$ cat src/lite_mux_cfg_pkg.sv
// Size configuration of the AXI4-Lite read multiplexer and its port select type
package lite_mux_cfg_pkg;

  // ------------------------------
  // Port and bus sizes
  // ------------------------------
  // Upstream ports sharing the one downstream port
  localparam int unsigned NumPorts  = 4;
  // Address and data bus widths
  localparam int unsigned AddrWidth = 32;
  localparam int unsigned DataWidth = 32;

  // ------------------------------
  // Outstanding read limit
  // ------------------------------
  // Reads in flight between AR issue and R return
  localparam int unsigned MaxTrans  = 4;

  // ------------------------------
  // Derived widths
  // ------------------------------
  // Port index width
  localparam int unsigned SelWidth  = (NumPorts > 1) ? $clog2(NumPorts) : 1;
  // Order queue pointer and fill count widths
  localparam int unsigned PtrWidth  = (MaxTrans > 1) ? $clog2(MaxTrans) : 1;
  localparam int unsigned CntWidth  = $clog2(MaxTrans + 1);

  // Port index carried from arbiter to router
  typedef logic [SelWidth-1:0] sel_t;
  // Order queue pointer and count
  typedef logic [PtrWidth-1:0] ptr_t;
  typedef logic [CntWidth-1:0] cnt_t;

endpackage

$ cat src/lite_chan_pkg.sv
// AXI4-Lite read channel payload structs and response codes
package lite_chan_pkg;

  // ------------------------------
  // Field types
  // ------------------------------
  // Address and data words
  typedef logic [lite_mux_cfg_pkg::AddrWidth-1:0] addr_t;
  typedef logic [lite_mux_cfg_pkg::DataWidth-1:0] data_t;
  // Protection bits of AR
  typedef logic [2:0] prot_t;
  // Response code of R
  typedef logic [1:0] resp_t;

  // ------------------------------
  // Response codes
  // ------------------------------
  // Normal access done
  localparam resp_t RespOkay   = 2'b00;
  // Slave reports an error
  localparam resp_t RespSlvErr = 2'b10;

  // ------------------------------
  // Channel payloads
  // ------------------------------
  // Read address, 35 bits
  typedef struct packed {
    addr_t addr;
    prot_t prot;
  } ar_chan_t;

  // Read data, 34 bits
  typedef struct packed {
    data_t data;
    resp_t resp;
  } r_chan_t;

endpackage

$ cat src/lite_read_mux.sv
// Read half of an AXI4-Lite multiplexer from four upstream ports onto one downstream port
module lite_read_mux (
  input  logic                                                     clk_i,
  input  logic                                                     rst_i,
  // Upstream AR
  input  lite_chan_pkg::ar_chan_t [lite_mux_cfg_pkg::NumPorts-1:0] slv_ar_i,
  input  logic [lite_mux_cfg_pkg::NumPorts-1:0]                    slv_ar_valid_i,
  output logic [lite_mux_cfg_pkg::NumPorts-1:0]                    slv_ar_ready_o,
  // Upstream R
  output lite_chan_pkg::r_chan_t [lite_mux_cfg_pkg::NumPorts-1:0]  slv_r_o,
  output logic [lite_mux_cfg_pkg::NumPorts-1:0]                    slv_r_valid_o,
  input  logic [lite_mux_cfg_pkg::NumPorts-1:0]                    slv_r_ready_i,
  // Downstream AR
  output lite_chan_pkg::ar_chan_t                                  mst_ar_o,
  output logic                                                     mst_ar_valid_o,
  input  logic                                                     mst_ar_ready_i,
  // Downstream R
  input  lite_chan_pkg::r_chan_t                                   mst_r_i,
  input  logic                                                     mst_r_valid_i,
  output logic                                                     mst_r_ready_o
);

  // Arbiter output
  lite_chan_pkg::ar_chan_t arb_ar;
  lite_mux_cfg_pkg::sel_t  arb_sel;
  logic                    arb_valid, arb_ready;
  // AR after queue gating
  logic                    fwd_valid, fwd_ready;
  // Queue head towards the router
  lite_mux_cfg_pkg::sel_t  head_sel;
  logic                    head_valid, pop;
  // R spill register
  logic                    r_in_valid, r_in_ready;
  lite_chan_pkg::r_chan_t  r_out;
  logic                    r_out_valid, r_out_ready;

  // ------------------------------
  // AR path
  // ------------------------------
  rr_arbiter i_arbiter (
    .clk_i       ( clk_i          ),
    .rst_i       ( rst_i          ),
    .req_valid_i ( slv_ar_valid_i ),
    .req_ready_o ( slv_ar_ready_o ),
    .req_i       ( slv_ar_i       ),
    .out_valid_o ( arb_valid      ),
    .out_ready_i ( arb_ready      ),
    .out_o       ( arb_ar         ),
    .out_sel_o   ( arb_sel        )
  );

  read_order_queue i_order_queue (
    .clk_i        ( clk_i      ),
    .rst_i        ( rst_i      ),
    .in_valid_i   ( arb_valid  ),
    .in_ready_o   ( arb_ready  ),
    .in_sel_i     ( arb_sel    ),
    .fwd_valid_o  ( fwd_valid  ),
    .fwd_ready_i  ( fwd_ready  ),
    .head_sel_o   ( head_sel   ),
    .head_valid_o ( head_valid ),
    .pop_i        ( pop        )
  );

  spill_register #(
    .T ( lite_chan_pkg::ar_chan_t )
  ) i_ar_spill (
    .clk_i   ( clk_i          ),
    .rst_i   ( rst_i          ),
    .valid_i ( fwd_valid      ),
    .ready_o ( fwd_ready      ),
    .data_i  ( arb_ar         ),
    .valid_o ( mst_ar_valid_o ),
    .ready_i ( mst_ar_ready_i ),
    .data_o  ( mst_ar_o       )
  );

  // ------------------------------
  // R path
  // ------------------------------
  // No R accepted while no read is outstanding
  assign r_in_valid    = mst_r_valid_i & head_valid;
  assign mst_r_ready_o = r_in_ready & head_valid;

  spill_register #(
    .T ( lite_chan_pkg::r_chan_t )
  ) i_r_spill (
    .clk_i   ( clk_i       ),
    .rst_i   ( rst_i       ),
    .valid_i ( r_in_valid  ),
    .ready_o ( r_in_ready  ),
    .data_i  ( mst_r_i     ),
    .valid_o ( r_out_valid ),
    .ready_i ( r_out_ready ),
    .data_o  ( r_out       )
  );

  r_router i_router (
    .r_valid_i     ( r_out_valid   ),
    .r_ready_o     ( r_out_ready   ),
    .r_i           ( r_out         ),
    .head_sel_i    ( head_sel      ),
    .head_valid_i  ( head_valid    ),
    .pop_o         ( pop           ),
    .slv_r_o       ( slv_r_o       ),
    .slv_r_valid_o ( slv_r_valid_o ),
    .slv_r_ready_i ( slv_r_ready_i )
  );

endmodule

$ cat src/r_router.sv
// Steers each downstream R beat to the port at the head of the order queue
module r_router (
  // R beat out of the spill register
  input  logic                                                    r_valid_i,
  output logic                                                    r_ready_o,
  input  lite_chan_pkg::r_chan_t                                  r_i,
  // Oldest outstanding select
  input  lite_mux_cfg_pkg::sel_t                                  head_sel_i,
  input  logic                                                    head_valid_i,
  output logic                                                    pop_o,
  // Upstream R ports
  output lite_chan_pkg::r_chan_t [lite_mux_cfg_pkg::NumPorts-1:0] slv_r_o,
  output logic [lite_mux_cfg_pkg::NumPorts-1:0]                   slv_r_valid_o,
  input  logic [lite_mux_cfg_pkg::NumPorts-1:0]                   slv_r_ready_i
);

  // ------------------------------
  // Fan-out
  // ------------------------------
  // Payload goes to every port, valid only to the head one
  for (genvar i = 0; i < lite_mux_cfg_pkg::NumPorts; i++) begin : gen_slv_r
    assign slv_r_o[i]       = r_i;
    assign slv_r_valid_o[i] = r_valid_i & head_valid_i &
                              (head_sel_i == lite_mux_cfg_pkg::sel_t'(i));
  end

  // ------------------------------
  // Back-pressure and pop
  // ------------------------------
  // Ready follows the head port only
  assign r_ready_o = head_valid_i & slv_r_ready_i[head_sel_i];
  // Read complete once the beat is taken upstream
  assign pop_o     = r_valid_i & r_ready_o;

endmodule

$ cat src/read_order_queue.sv
// Order queue of port selects that gates AR issue and routes returning reads
module read_order_queue (
  input  logic                   clk_i,
  input  logic                   rst_i,
  // Arbitrated request from the arbiter
  input  logic                   in_valid_i,
  output logic                   in_ready_o,
  input  lite_mux_cfg_pkg::sel_t in_sel_i,
  // Forwarded handshake to the AR spill register
  output logic                   fwd_valid_o,
  input  logic                   fwd_ready_i,
  // Oldest outstanding select for the R router
  output lite_mux_cfg_pkg::sel_t head_sel_o,
  output logic                   head_valid_o,
  input  logic                   pop_i
);

  // Select storage, one entry per outstanding read
  lite_mux_cfg_pkg::sel_t mem_q [lite_mux_cfg_pkg::MaxTrans];
  lite_mux_cfg_pkg::ptr_t wr_ptr_q;
  lite_mux_cfg_pkg::ptr_t rd_ptr_q;
  lite_mux_cfg_pkg::cnt_t cnt_q;
  logic                   full;
  logic                   push;

  // ------------------------------
  // Issue gating
  // ------------------------------
  assign full        = (cnt_q == lite_mux_cfg_pkg::cnt_t'(lite_mux_cfg_pkg::MaxTrans));
  // Pass the handshake only while space is left
  assign fwd_valid_o = in_valid_i & ~full;
  assign in_ready_o  = fwd_ready_i & ~full;
  // Record the select when the AR leaves
  assign push        = fwd_valid_o & fwd_ready_i;

  // Head of the queue
  assign head_valid_o = (cnt_q != '0);
  assign head_sel_o   = mem_q[rd_ptr_q];

  // ------------------------------
  // Pointers and count
  // ------------------------------
  always_ff @(posedge clk_i) begin
    if (rst_i) begin
      wr_ptr_q <= '0;
      rd_ptr_q <= '0;
      cnt_q    <= '0;
    end else begin
      if (push) begin
        // Wrap at the depth, which need not be a power of two
        wr_ptr_q <= (wr_ptr_q == lite_mux_cfg_pkg::ptr_t'(lite_mux_cfg_pkg::MaxTrans - 1)) ?
                    '0 : wr_ptr_q + 1'b1;
      end
      if (pop_i) begin
        rd_ptr_q <= (rd_ptr_q == lite_mux_cfg_pkg::ptr_t'(lite_mux_cfg_pkg::MaxTrans - 1)) ?
                    '0 : rd_ptr_q + 1'b1;
      end
      // Simultaneous push and pop leave the count alone
      case ({push, pop_i})
        2'b10:   cnt_q <= cnt_q + 1'b1;
        2'b01:   cnt_q <= cnt_q - 1'b1;
        default: cnt_q <= cnt_q;
      endcase
    end
  end

  // Select write
  always_ff @(posedge clk_i) begin
    if (push) begin
      mem_q[wr_ptr_q] <= in_sel_i;
    end
  end

endmodule

$ cat src/rr_arbiter.sv
// Round-robin arbiter with lock-in that picks one upstream AR request at a time
module rr_arbiter (
  input  logic                                                     clk_i,
  input  logic                                                     rst_i,
  // Upstream AR requests, one per port
  input  logic [lite_mux_cfg_pkg::NumPorts-1:0]                    req_valid_i,
  output logic [lite_mux_cfg_pkg::NumPorts-1:0]                    req_ready_o,
  input  lite_chan_pkg::ar_chan_t [lite_mux_cfg_pkg::NumPorts-1:0] req_i,
  // Granted request towards the order queue
  output logic                                                     out_valid_o,
  input  logic                                                     out_ready_i,
  output lite_chan_pkg::ar_chan_t                                  out_o,
  output lite_mux_cfg_pkg::sel_t                                   out_sel_o
);

  // Index of the last port that completed a transfer
  lite_mux_cfg_pkg::sel_t last_q;
  // Choice held while the output stalls
  logic                   locked_q;
  lite_mux_cfg_pkg::sel_t lock_sel_q;
  // Fresh round-robin pick and the select in use
  lite_mux_cfg_pkg::sel_t rr_sel;
  lite_mux_cfg_pkg::sel_t sel;

  // ------------------------------
  // Round-robin search
  // ------------------------------
  // Lowest requesting index after last_q, wrapping around
  always_comb begin : p_rr_search
    int unsigned idx;
    logic        hit;
    rr_sel = last_q;
    hit    = 1'b0;
    // Offset NumPorts comes back to last_q itself
    for (int unsigned off = 1; off <= lite_mux_cfg_pkg::NumPorts; off++) begin
      idx = (last_q + off) % lite_mux_cfg_pkg::NumPorts;
      if (!hit && req_valid_i[idx]) begin
        rr_sel = lite_mux_cfg_pkg::sel_t'(idx);
        hit    = 1'b1;
      end
    end
  end

  // Stalled choice wins over a fresh pick
  assign sel = locked_q ? lock_sel_q : rr_sel;

  // ------------------------------
  // Output mux
  // ------------------------------
  // No requester means rr_sel == last_q, which is idle
  assign out_valid_o = req_valid_i[sel];
  assign out_o       = req_i[sel];
  assign out_sel_o   = sel;

  // Ready only back to the granted port
  for (genvar i = 0; i < lite_mux_cfg_pkg::NumPorts; i++) begin : gen_ready
    assign req_ready_o[i] = out_valid_o & out_ready_i &
                            (sel == lite_mux_cfg_pkg::sel_t'(i));
  end

  // ------------------------------
  // Pointer and lock state
  // ------------------------------
  always_ff @(posedge clk_i) begin
    if (rst_i) begin
      // Port 0 goes first after reset
      last_q   <= lite_mux_cfg_pkg::sel_t'(lite_mux_cfg_pkg::NumPorts - 1);
      locked_q <= 1'b0;
    end else if (out_valid_o && out_ready_i) begin
      // Transfer done, move the pointer and release
      last_q   <= sel;
      locked_q <= 1'b0;
    end else if (out_valid_o) begin
      // Offered but not taken, hold the choice
      locked_q <= 1'b1;
    end
  end

  // Capture the pick while unlocked
  always_ff @(posedge clk_i) begin
    if (!locked_q) begin
      lock_sel_q <= rr_sel;
    end
  end

endmodule

$ cat src/spill_register.sv
// Two-entry valid/ready register slice that cuts all paths between its sides
module spill_register #(
  parameter type T = logic
) (
  input  logic clk_i,
  input  logic rst_i,
  // Input side
  input  logic valid_i,
  output logic ready_o,
  input  T     data_i,
  // Output side
  output logic valid_o,
  input  logic ready_i,
  output T     data_o
);

  // Slot A takes new data, slot B catches it on an output stall
  logic a_full_q;
  logic b_full_q;
  T     a_data_q;
  T     b_data_q;
  // Slot events
  logic a_fill;
  logic a_drain;
  logic b_fill;
  logic b_drain;

  // ------------------------------
  // Slot control
  // ------------------------------
  // Accept while at least one slot is free
  assign ready_o = ~a_full_q | ~b_full_q;
  assign a_fill  = valid_i & ready_o;
  // A empties whenever B is free, out or into B
  assign a_drain = a_full_q & ~b_full_q;
  // A spills into B when the output stalls
  assign b_fill  = a_drain & ~ready_i;
  assign b_drain = b_full_q & ready_i;

  // B holds the older beat
  assign valid_o = a_full_q | b_full_q;
  assign data_o  = b_full_q ? b_data_q : a_data_q;

  // ------------------------------
  // State
  // ------------------------------
  always_ff @(posedge clk_i) begin
    if (rst_i) begin
      a_full_q <= 1'b0;
      b_full_q <= 1'b0;
    end else begin
      // Refill in the same cycle keeps A full
      if (a_fill) begin
        a_full_q <= 1'b1;
      end else if (a_drain) begin
        a_full_q <= 1'b0;
      end
      if (b_fill) begin
        b_full_q <= 1'b1;
      end else if (b_drain) begin
        b_full_q <= 1'b0;
      end
    end
  end

  // Payload slots
  always_ff @(posedge clk_i) begin
    if (a_fill) begin
      a_data_q <= data_i;
    end
    if (b_fill) begin
      b_data_q <= a_data_q;
    end
  end

endmodule

$ cat config.mk
export PLATFORM = sky130hd
export DESIGN_NAME = lite_read_mux
export DESIGN_NICKNAME = d
export VERILOG_FILES = /design/src/lite_mux_cfg_pkg.sv /design/src/lite_chan_pkg.sv /design/src/lite_read_mux.sv /design/src/r_router.sv /design/src/read_order_queue.sv /design/src/rr_arbiter.sv /design/src/spill_register.sv
export SDC_FILE = /design/constraint.sdc
export NUM_CORES = 1
export LEC_CHECK = 0
export ABC_AREA = 1
export BUFFER_PORTS_ARGS = -buffer_cell sky130_fd_sc_hd__buf_4
export CORE_ASPECT_RATIO = 0.9
export CORE_MARGIN = 10
export CORE_UTILIZATION = 35
export CTS_CLUSTER_DIAMETER = 150
export CTS_CLUSTER_SIZE = 24
export DETAILED_ROUTE_END_ITERATION = 12
export GPL_ROUTABILITY_DRIVEN = 1
export PLACE_DENSITY = 0.72
export SYNTH_ARGS = -nofsm -noshare
export SYNTH_HDL_FRONTEND = slang
export SYNTH_SLANG_ARGS = --single-unit
$ cat constraint.sdc
create_clock -name clk_i -period 4.1 [get_ports clk_i]
set_input_delay 1.025 -clock clk_i [delete_from_list [all_inputs] [get_ports clk_i]]
set_output_delay 1.025 -clock clk_i [all_outputs]
set_load 0.01 [all_outputs]
==> impl_metrics.env, run 1 <==
export IMPL_fin_nets=1253
export IMPL_drc_errors=0
export IMPL_fin_crit_sh=0.860
export IMPL_initial_core_util=0.353
export IMPL_end_kind="output pin"
export IMPL_drt_iter0_markers=351
export IMPL_ir_drop_uv=359
export IMPL_p_clk_frac=0.204
export IMPL_ys_ff_latch=164
export IMPL_portBuffers=366
export IMPL_netlist_instances=797
export IMPL_net_switching_power_w=0.00299
export IMPL_dieHeight_um=163
export IMPL_io_pins=367
export IMPL_r2r_cells=15
export IMPL_regToRegEndpoint="i_order_queue.cnt_q[2]"
export IMPL_grt_max_degree=39
export IMPL_synth_area_top_cells="edfxtp_1 55%, nand2_1 15%, buf_4 10%, dfxtp_1 4.6%, a22oi_1 3.3%"
export IMPL_cp_slowest_stage_delay_ns=0.27
export IMPL_synthSimpleGateAreaFrac=0.209
export IMPL_htree_num_levels=4
export IMPL_avgViaCountPerCell=4.67
export IMPL_grt_remaining_overflow=0
export IMPL_rrSetupSlack_ns=1.35
export IMPL_ys_top_cells_by_count="318 x nand2_1, 146 x edfxtp_1, 106 x buf_4"
export IMPL_synth_most_common_cell="nand2_1"
export IMPL_ys_seq_area_frac=0.600
export IMPL_finalSetupTns_ns=0
export IMPL_r2r_start="i_arbiter.last_q[1]"
export IMPL_wirelength_um=25200
export IMPL_crit_type="in -> out"
export IMPL_syn_area_per_cell_um2=9.91
export IMPL_cp_start_kind="input port"
export IMPL_async_reset_ff_frac=0
export IMPL_dieWidth_um=178
export IMPL_drive_gt1_frac=0.393
export IMPL_drv_slew=0
export IMPL_fp_row_count=52
export IMPL_cts_root_buf="clkbuf_16"
export IMPL_core_area_um2=22400
export IMPL_worst_path_max_fanout=13
export IMPL_synth_mux_area_frac=0
export IMPL_dieArea_um2=29000
export IMPL_ys_flop_type="edfxtp_1"
export IMPL_crit_arrival_ns=2.50
export IMPL_clk_pin_slew_worst_paths_ns=0.08
export IMPL_yosysTopAreaCell="edfxtp_1"
export IMPL_hpwl_um=19700
export IMPL_grt_setup_unrepaired="false"
export IMPL_grt_util_all_layers=0.164
export IMPL_holdBufCountCts=0
export IMPL_num_vias=6404
export IMPL_cts_setup_buffers=0
export IMPL_critPathSlowestCell="inv_1"
export IMPL_place_gp_congestion=0.841
export IMPL_area_growth_pct=36.7
export IMPL_synth_edf_count=146
export IMPL_sequentialPowerShare=0.351
export IMPL_synth_top_family_by_area="simple AND/OR/NAND/NOR gates"
export IMPL_synth_xor_area_frac=0
export IMPL_cts_tree="yes"
export IMPL_clock_sinks=164
export IMPL_power_density_nw_per_um2=723
export IMPL_hold_path_class="reg -> reg"
export IMPL_maxCapViolations=0
export IMPL_crit_end="slv_ar_ready_o[0]"
export IMPL_synth_area_um2=7900
export IMPL_tightest_slew_ns=1.12
export IMPL_swShare=0.383
export IMPL_synth_compound_area_share=0.0492
export IMPL_grt_pass1_wl_um=36900
export IMPL_synth_warnings=0
export IMPL_ff_latch_area_um2=4750
export IMPL_clock_skew_ns=0.0131
export IMPL_power_frac_comb=0.445
export IMPL_synthAdderAreaFrac=0.0120
export IMPL_status="completed"
export IMPL_startpoint="slv_ar_valid_i[1]"
export IMPL_setup_viol=0
export IMPL_clockBufferDepth=2
export IMPL_firstDrtPassIters=5
export IMPL_post_cts_resized=0
export IMPL_maxSlewHeadroom=0.250
export IMPL_yosysUniqueCellTypes=30
export IMPL_fin_crit_ns=3.53
export IMPL_grt_pass1_vias=6606
export IMPL_cts_buffers_inserted=17
export IMPL_wl_per_cell_um=18.3
export IMPL_antenna_found_initial=1
export IMPL_hold_viol=0
export IMPL_crit_chain="buf_4 -> o22ai_1 -> nand2_1 -> nand3_1 -> o21ai_2 -> inv_1 -> nand2_1 -> nand2_2 -> nand2_4 -> nor3_2 -> buf_4"
export IMPL_hold_slack_ns=0.442
export IMPL_multi_input_area_um2=2160
export IMPL_synth_top_area_share=0.555
export IMPL_worst_ep_required_time_ns=3.07
export IMPL_fillers=2057
export IMPL_fmax_mhz=284
export IMPL_drtAntennaViolNets=0
export IMPL_p_int_w=0.00483
export IMPL_insertion_delay_ns=0.42
export IMPL_cellLeakagePower_nw=4.90
export IMPL_synth_nets=990
[cells in the final DEF, fill, tap and decap left out, drive strengths merged]
cell type	count
a21boi	1
dfxtp	18
nand3	51
clkinv	5
bufinv	1
edfxtp	146
o211ai	1
o21ai	9
fa	1
inv	39
o22ai	1
diode	2
a22oi	35
nor3	7
ha	6
clkbuf	18
nand2	321
nor2	29
a32oi	2
buf	374
clkinvlp	1
a21oi	7
[worst max-delay path: cells and delay by family]
| kind | cells | cell delay, ns |
|---|---|---|
| simple gates | 6 | 0.66 |
| buf+inv | 3 | 0.54 |
| compound gates | 2 | 0.27 |
[cell families (layout without fill, tap and decap cells)]
family / Yosys count / after routing
AOI/OAI and AO/OA: 56 / 56
adders and majority gates: 7 / 7
buffers and inverters: 162 / 438
DFF: 164 / 164
other: 0 / 2
and+or+nand+nor: 408 / 408
[per-layer routing]
layer	share of wire	vias up	track usage
li1	-	3088	-
met1	0.37	2947	0.177
met2	0.49	340	0.278
met3	0.12	29	0.0758
met4	0.022	0	0.0567
met5	0	-	0
[layout make-up]
class,instances,area share
flip-flops and latches,164,0.439
repair buffers,374,0.260
multi-input cells,471,0.200
clock buffers,18,0.0407
well taps,297,0.0344
clock inverters,14,0.0145
inverters,32,0.0111
diodes,2,0.000463
[sequential cells by signal (all words and copies together), names as in the netlist, named ones only]
| name | cells |
|---|---|
| i_r_spill.b_full_q | 1 |
| i_order_queue.mem_q | 8 |
| i_ar_spill.b_data_q | 35 |
| i_ar_spill.a_data_q | 35 |
| i_r_spill.b_data_q | 34 |
| i_r_spill.a_full_q | 1 |
| i_arbiter.locked_q | 1 |
| i_arbiter.lock_sel_q | 2 |
| i_order_queue.cnt_q | 3 |
| i_order_queue.wr_ptr_q | 2 |
| i_arbiter.last_q | 2 |
| i_order_queue.rd_ptr_q | 2 |
| i_ar_spill.b_full_q | 1 |
| i_r_spill.a_data_q | 34 |
| i_ar_spill.a_full_q | 1 |
[worst min path at each step]
| stage | startpoint | end | slack (ns) | cells past startpoint |
|---|---|---|---|---|
| 2_1_floorplan | i_ar_spill.a_data_q[0] | i_ar_spill.b_data_q[0] | 0.43 | 0 |
| 3_3_place_gp | i_ar_spill.a_data_q[10] | i_ar_spill.b_data_q[10] | 0.43 | 0 |
| 3_5_place_dp | i_ar_spill.a_data_q[16] | i_ar_spill.b_data_q[16] | 0.43 | 0 |
| 4_1_cts | i_ar_spill.a_data_q[6] | i_ar_spill.b_data_q[6] | 0.44 | 0 |
| 5_1_grt | i_ar_spill.a_data_q[6] | i_ar_spill.b_data_q[6] | 0.45 | 0 |
| 6_report | i_ar_spill.a_data_q[6] | i_ar_spill.b_data_q[6] | 0.44 | 0 |
[stage by stage]
stage               worst slack [ns]  utilization  total power [W]  cells  cell area (µm²)
floorplan                      0.849            -          0.00497    797             7900
global placement               0.649        0.456          0.00623   1338            10200
detailed placement             0.589        0.456          0.00630   1338            10200
CTS                            0.584        0.482          0.00793   1370            10800
global route                   0.412        0.483          0.00834   1371            10800
finish                         0.574        0.483          0.00781   1372            10800
[power by group through the flow]
stage	Combinational [W]	Sequential (W)	Clock, W
after global routing	0.00383	0.00279	0.00172
after CTS	0.00353	0.00275	0.00166
after detailed placement	0.00352	0.00278	0
after global placement	0.00348	0.00276	0
after floorplan	0.00225	0.00272	0
final	0.00347	0.00274	0.00160
(Power assumes the default switching activity.)
==> inputs of run 2 (changes only) <==
- PLACE_DENSITY: 0.72 -> 0.71
- SYNTH_HIERARCHICAL: default -> 1
==> run 2 against run 1 <==
- flip-flop and latch count did not move
- largest power group unchanged
- synthesized cell count rose by 8.0%
- critical endpoint is now slv_ar_ready_o[3]
- synthesized area rose by 7.5%
- first-iteration DRC count is 25% lower
- non-clock buffer count down 3
- register-to-register slack better by 0.17 ns
- design area grew 2.1%
- setup slack improved by 0.097 ns
- critical path depth increased by 1
- power grew 0.19%
- largest cell class unchanged
==> impl_metrics.env, run 2 <==
export IMPL_avgViaCountPerCell=4.56
export IMPL_diodes=0
export IMPL_swShare=0.384
export IMPL_cts_buffers_inserted=17
export IMPL_wl_per_cell_um=17.4
export IMPL_multi_input_area_um2=2390
export IMPL_ys_ff_latch=164
export IMPL_async_reset_ff_frac=0
export IMPL_fillers=2289
export IMPL_clock_sinks=164
export IMPL_setup_ws_ns=0.671
export IMPL_finalSetupTns_ns=0
export IMPL_fp_row_count=54
export IMPL_grt_pass1_vias=6793
export IMPL_htree_num_levels=4
export IMPL_p_clk_frac=0.198
export IMPL_hold_path_class="reg -> reg"
export IMPL_synth_warnings=6
export IMPL_portBuffers=366
export IMPL_critPathSlowestCell="inv_4"
export IMPL_grt_pass1_wl_um=36900
export IMPL_synth_top_area_share=0.516
export IMPL_power_density_nw_per_um2=710
export IMPL_place_gp_congestion=0.878
export IMPL_wirelength_um=24600
export IMPL_pre_cts_ws_ns=0.658
export IMPL_hpwl_um=19300
export IMPL_hold_viol=0
export IMPL_rrSetupSlack_ns=1.52
export IMPL_firstDrtPassIters=4
export IMPL_core_area_um2=24100
export IMPL_cts_setup_buffers=0
export IMPL_drive_gt1_frac=0.406
export IMPL_cts_tree="yes"
export IMPL_fmax_mhz=292
export IMPL_post_cts_resized=0
export IMPL_r2r_cells=14
export IMPL_ys_flop_type="edfxtp_1"
export IMPL_yosysUniqueCellTypes=36
export IMPL_antenna_found_initial=0
export IMPL_cellLeakagePower_nw=4.99
export IMPL_clockBufferDepth=2
export IMPL_crit_type="in -> out"
export IMPL_regToRegEndpoint="i_ar_spill/a_data_q[9]"
export IMPL_num_vias=6425
export IMPL_drtAntennaViolNets=0
export IMPL_initial_core_util=0.353
export IMPL_area_growth_pct=29.8
export IMPL_ff_latch_area_um2=4750
export IMPL_worstHoldEndpoint="i_ar_spill/b_data_q[22]"
export IMPL_syn_area_per_cell_um2=9.87
export IMPL_crit_family="buffers and inverters"
export IMPL_final_common_cell="buf_4"
export IMPL_worst_path_max_fanout=36
export IMPL_cts_root_buf="clkbuf_16"
export IMPL_cp_slowest_stage_delay_ns=0.33
export IMPL_synth_area_top_cells="edfxtp_1 52%, nand2_1 16%, buf_4 12%, dfxtp_1 4.2%, nand4_1 1.6%"
export IMPL_dieWidth_um=184
export IMPL_grt_most_used_layer="met2"
export IMPL_p_int_w=0.00482
export IMPL_grt_util_met2=0.256
export IMPL_synth_edf_count=146
export IMPL_net_switching_power_w=0.00301
export IMPL_hold_start="i_ar_spill/a_data_q[22]"
export IMPL_io_pins=367
export IMPL_ys_seq_area_frac=0.558
export IMPL_maxCapViolations=0
export IMPL_drc_errors=0
export IMPL_synth_area_um2=8500
export IMPL_tightest_slew_ns=1.16
export IMPL_sequentialPowerShare=0.349
export IMPL_insertion_delay_ns=0.42
export IMPL_worst_ep_required_time_ns=3.07
export IMPL_grt_setup_unrepaired="false"
export IMPL_cp_start_kind="input port"
export IMPL_clock_skew_ns=0.0157
export IMPL_r2r_start="i_arbiter/last_q[1]"
export IMPL_yosysTopAreaCell="edfxtp_1"
export IMPL_status="completed"
export IMPL_netlist_instances=861
export IMPL_final_cell_mix="371 x buf_4, 352 x nand2_1, 146 x edfxtp_1"
export IMPL_startpoint="slv_ar_valid_i[3]"
export IMPL_setup_viol=0
export IMPL_path_buf_inv=5
export IMPL_power_frac_comb=0.453
export IMPL_maxSlewHeadroom=0.225
export IMPL_crit_arrival_ns=2.40
export IMPL_clk_pin_slew_worst_paths_ns=0.06
export IMPL_synth_most_common_cell="nand2_1"
export IMPL_synth_nets=1054
export IMPL_fin_nets=1282
export IMPL_fin_crit_ns=3.43
export IMPL_use_met1=0.162
export IMPL_end_kind="output pin"
export IMPL_grt_max_degree=39
export IMPL_worstHoldPathCells=0
export IMPL_grt_remaining_overflow=0
export IMPL_fin_crit_sh=0.836
export IMPL_ir_drop_uv=322
export IMPL_drt_iter0_markers=265
export IMPL_crit_chain="buf_4 -> inv_1 -> nand2_1 -> nand3_1 -> nand2_2 -> nand3_4 -> nand2_8 -> nand2_4 -> inv_4 -> nand3_1 -> inv_1 -> buf_4"
export IMPL_ys_top_cells_by_count="352 x nand2_1, 146 x edfxtp_1, 140 x buf_4"
export IMPL_drv_slew=0
export IMPL_gr_usage_met3=0.0820
export IMPL_reg_largest_list="i_ar_spill/a_data_q (35), i_ar_spill/b_data_q (35)"
export IMPL_grt_util_all_layers=0.151
export IMPL_holdBufCountCts=0
export IMPL_dieArea_um2=30900
export IMPL_dieHeight_um=168
==> run 2: changes by cell type in the layout (fill, tap and decap cells not counted), moves of 4 or more <==
cell	delta
nand2_1	+34
a22oi_1	-30
nand3_1	-23
nand4_1	+22
a22oi_2	+10
nand2_2	+6
nor2_4	-5
nor2_1	+4
==> run 2: area by class of cell <==
class,instances,share of cell area
repair buffers,371,0.253
inverters,35,0.0131
multi-input cells,500,0.216
flip-flops and latches,164,0.430
well taps,308,0.0350
clock inverters,12,0.0110
clock buffers,20,0.0414
==> run 2: power groups by stage <==
stage / clock [W] / sequential [W] / combinational, W
finish: 0.00155 / 0.00273 / 0.00355
global route: 0.00168 / 0.00279 / 0.00390
CTS: 0.00161 / 0.00273 / 0.00362
detailed placement: 0 / 0.00277 / 0.00361
global placement: 0 / 0.00274 / 0.00355
floorplan: 0 / 0.00271 / 0.00255
==> run 2: per-stage QoR <==
stage                     hold WS, ns  power [W]  utilization  instances  instance area (µm²)
after floorplan                 0.427    0.00527            -        861                 8500
after global placement          0.429    0.00629        0.434       1378                10400
after detailed placement        0.432    0.00638        0.434       1378                10400
after CTS                       0.445    0.00796        0.458       1410                11000
after global routing            0.455    0.00836        0.458       1410                11000
final                           0.447    0.00783        0.458       1410                11000
==> run 2: kinds of logic after synthesis <==
logic type / count (synthesis) / share of synthesized area
simple gates: 458 / 0.232
xor+xnor: 1 / 0.00103
flops: 164 / 0.558
buf+inv: 197 / 0.165
fa+ha+maj: 7 / 0.0112
compound gates: 34 / 0.0321
==> run 2: worst register-to-register path, stage by stage (launching register included) <==
cell and delay (ns):
dfxtp_1 0.41, inv_1 0.10, nand2_1 0.07, nand3_1 0.08, nand2_2 0.08, nand3_4 0.10, nand2_8 0.17, nand2_1 0.07
nand2_1 0.07, nand2_2 0.06, nand2_4 0.14, a21boi_0 0.20, inv_1 0.10, a21oi_4 0.11, buf_4 0.42
==> run 2: routing by layer <==
metal | up-vias | wire length [µm] | share of wire
met2 | 312 | 11800 | 0.48
li1 | 3150 | - | -
met3 | 21 | 3060 | 0.12
met4 | 0 | 347 | 0.014
met1 | 2942 | 9360 | 0.38
met5 | - | 0 | 0
==> run 2: worst max-delay path by stage <==
| stage | slack, ns | endpoint | cells past startpoint |
|---|---|---|---|
| 6_report | 0.67 | slv_ar_ready_o[3] | 12 |
| 5_1_grt | 0.53 | slv_ar_ready_o[0] | 14 |
| 4_1_cts | 0.65 | slv_ar_ready_o[3] | 12 |
| 3_5_place_dp | 0.66 | slv_ar_ready_o[3] | 12 |
| 3_3_place_gp | 0.68 | slv_ar_ready_o[3] | 12 |
| 2_1_floorplan | 0.16 | i_ar_spill/b_data_q[0] | 1 |
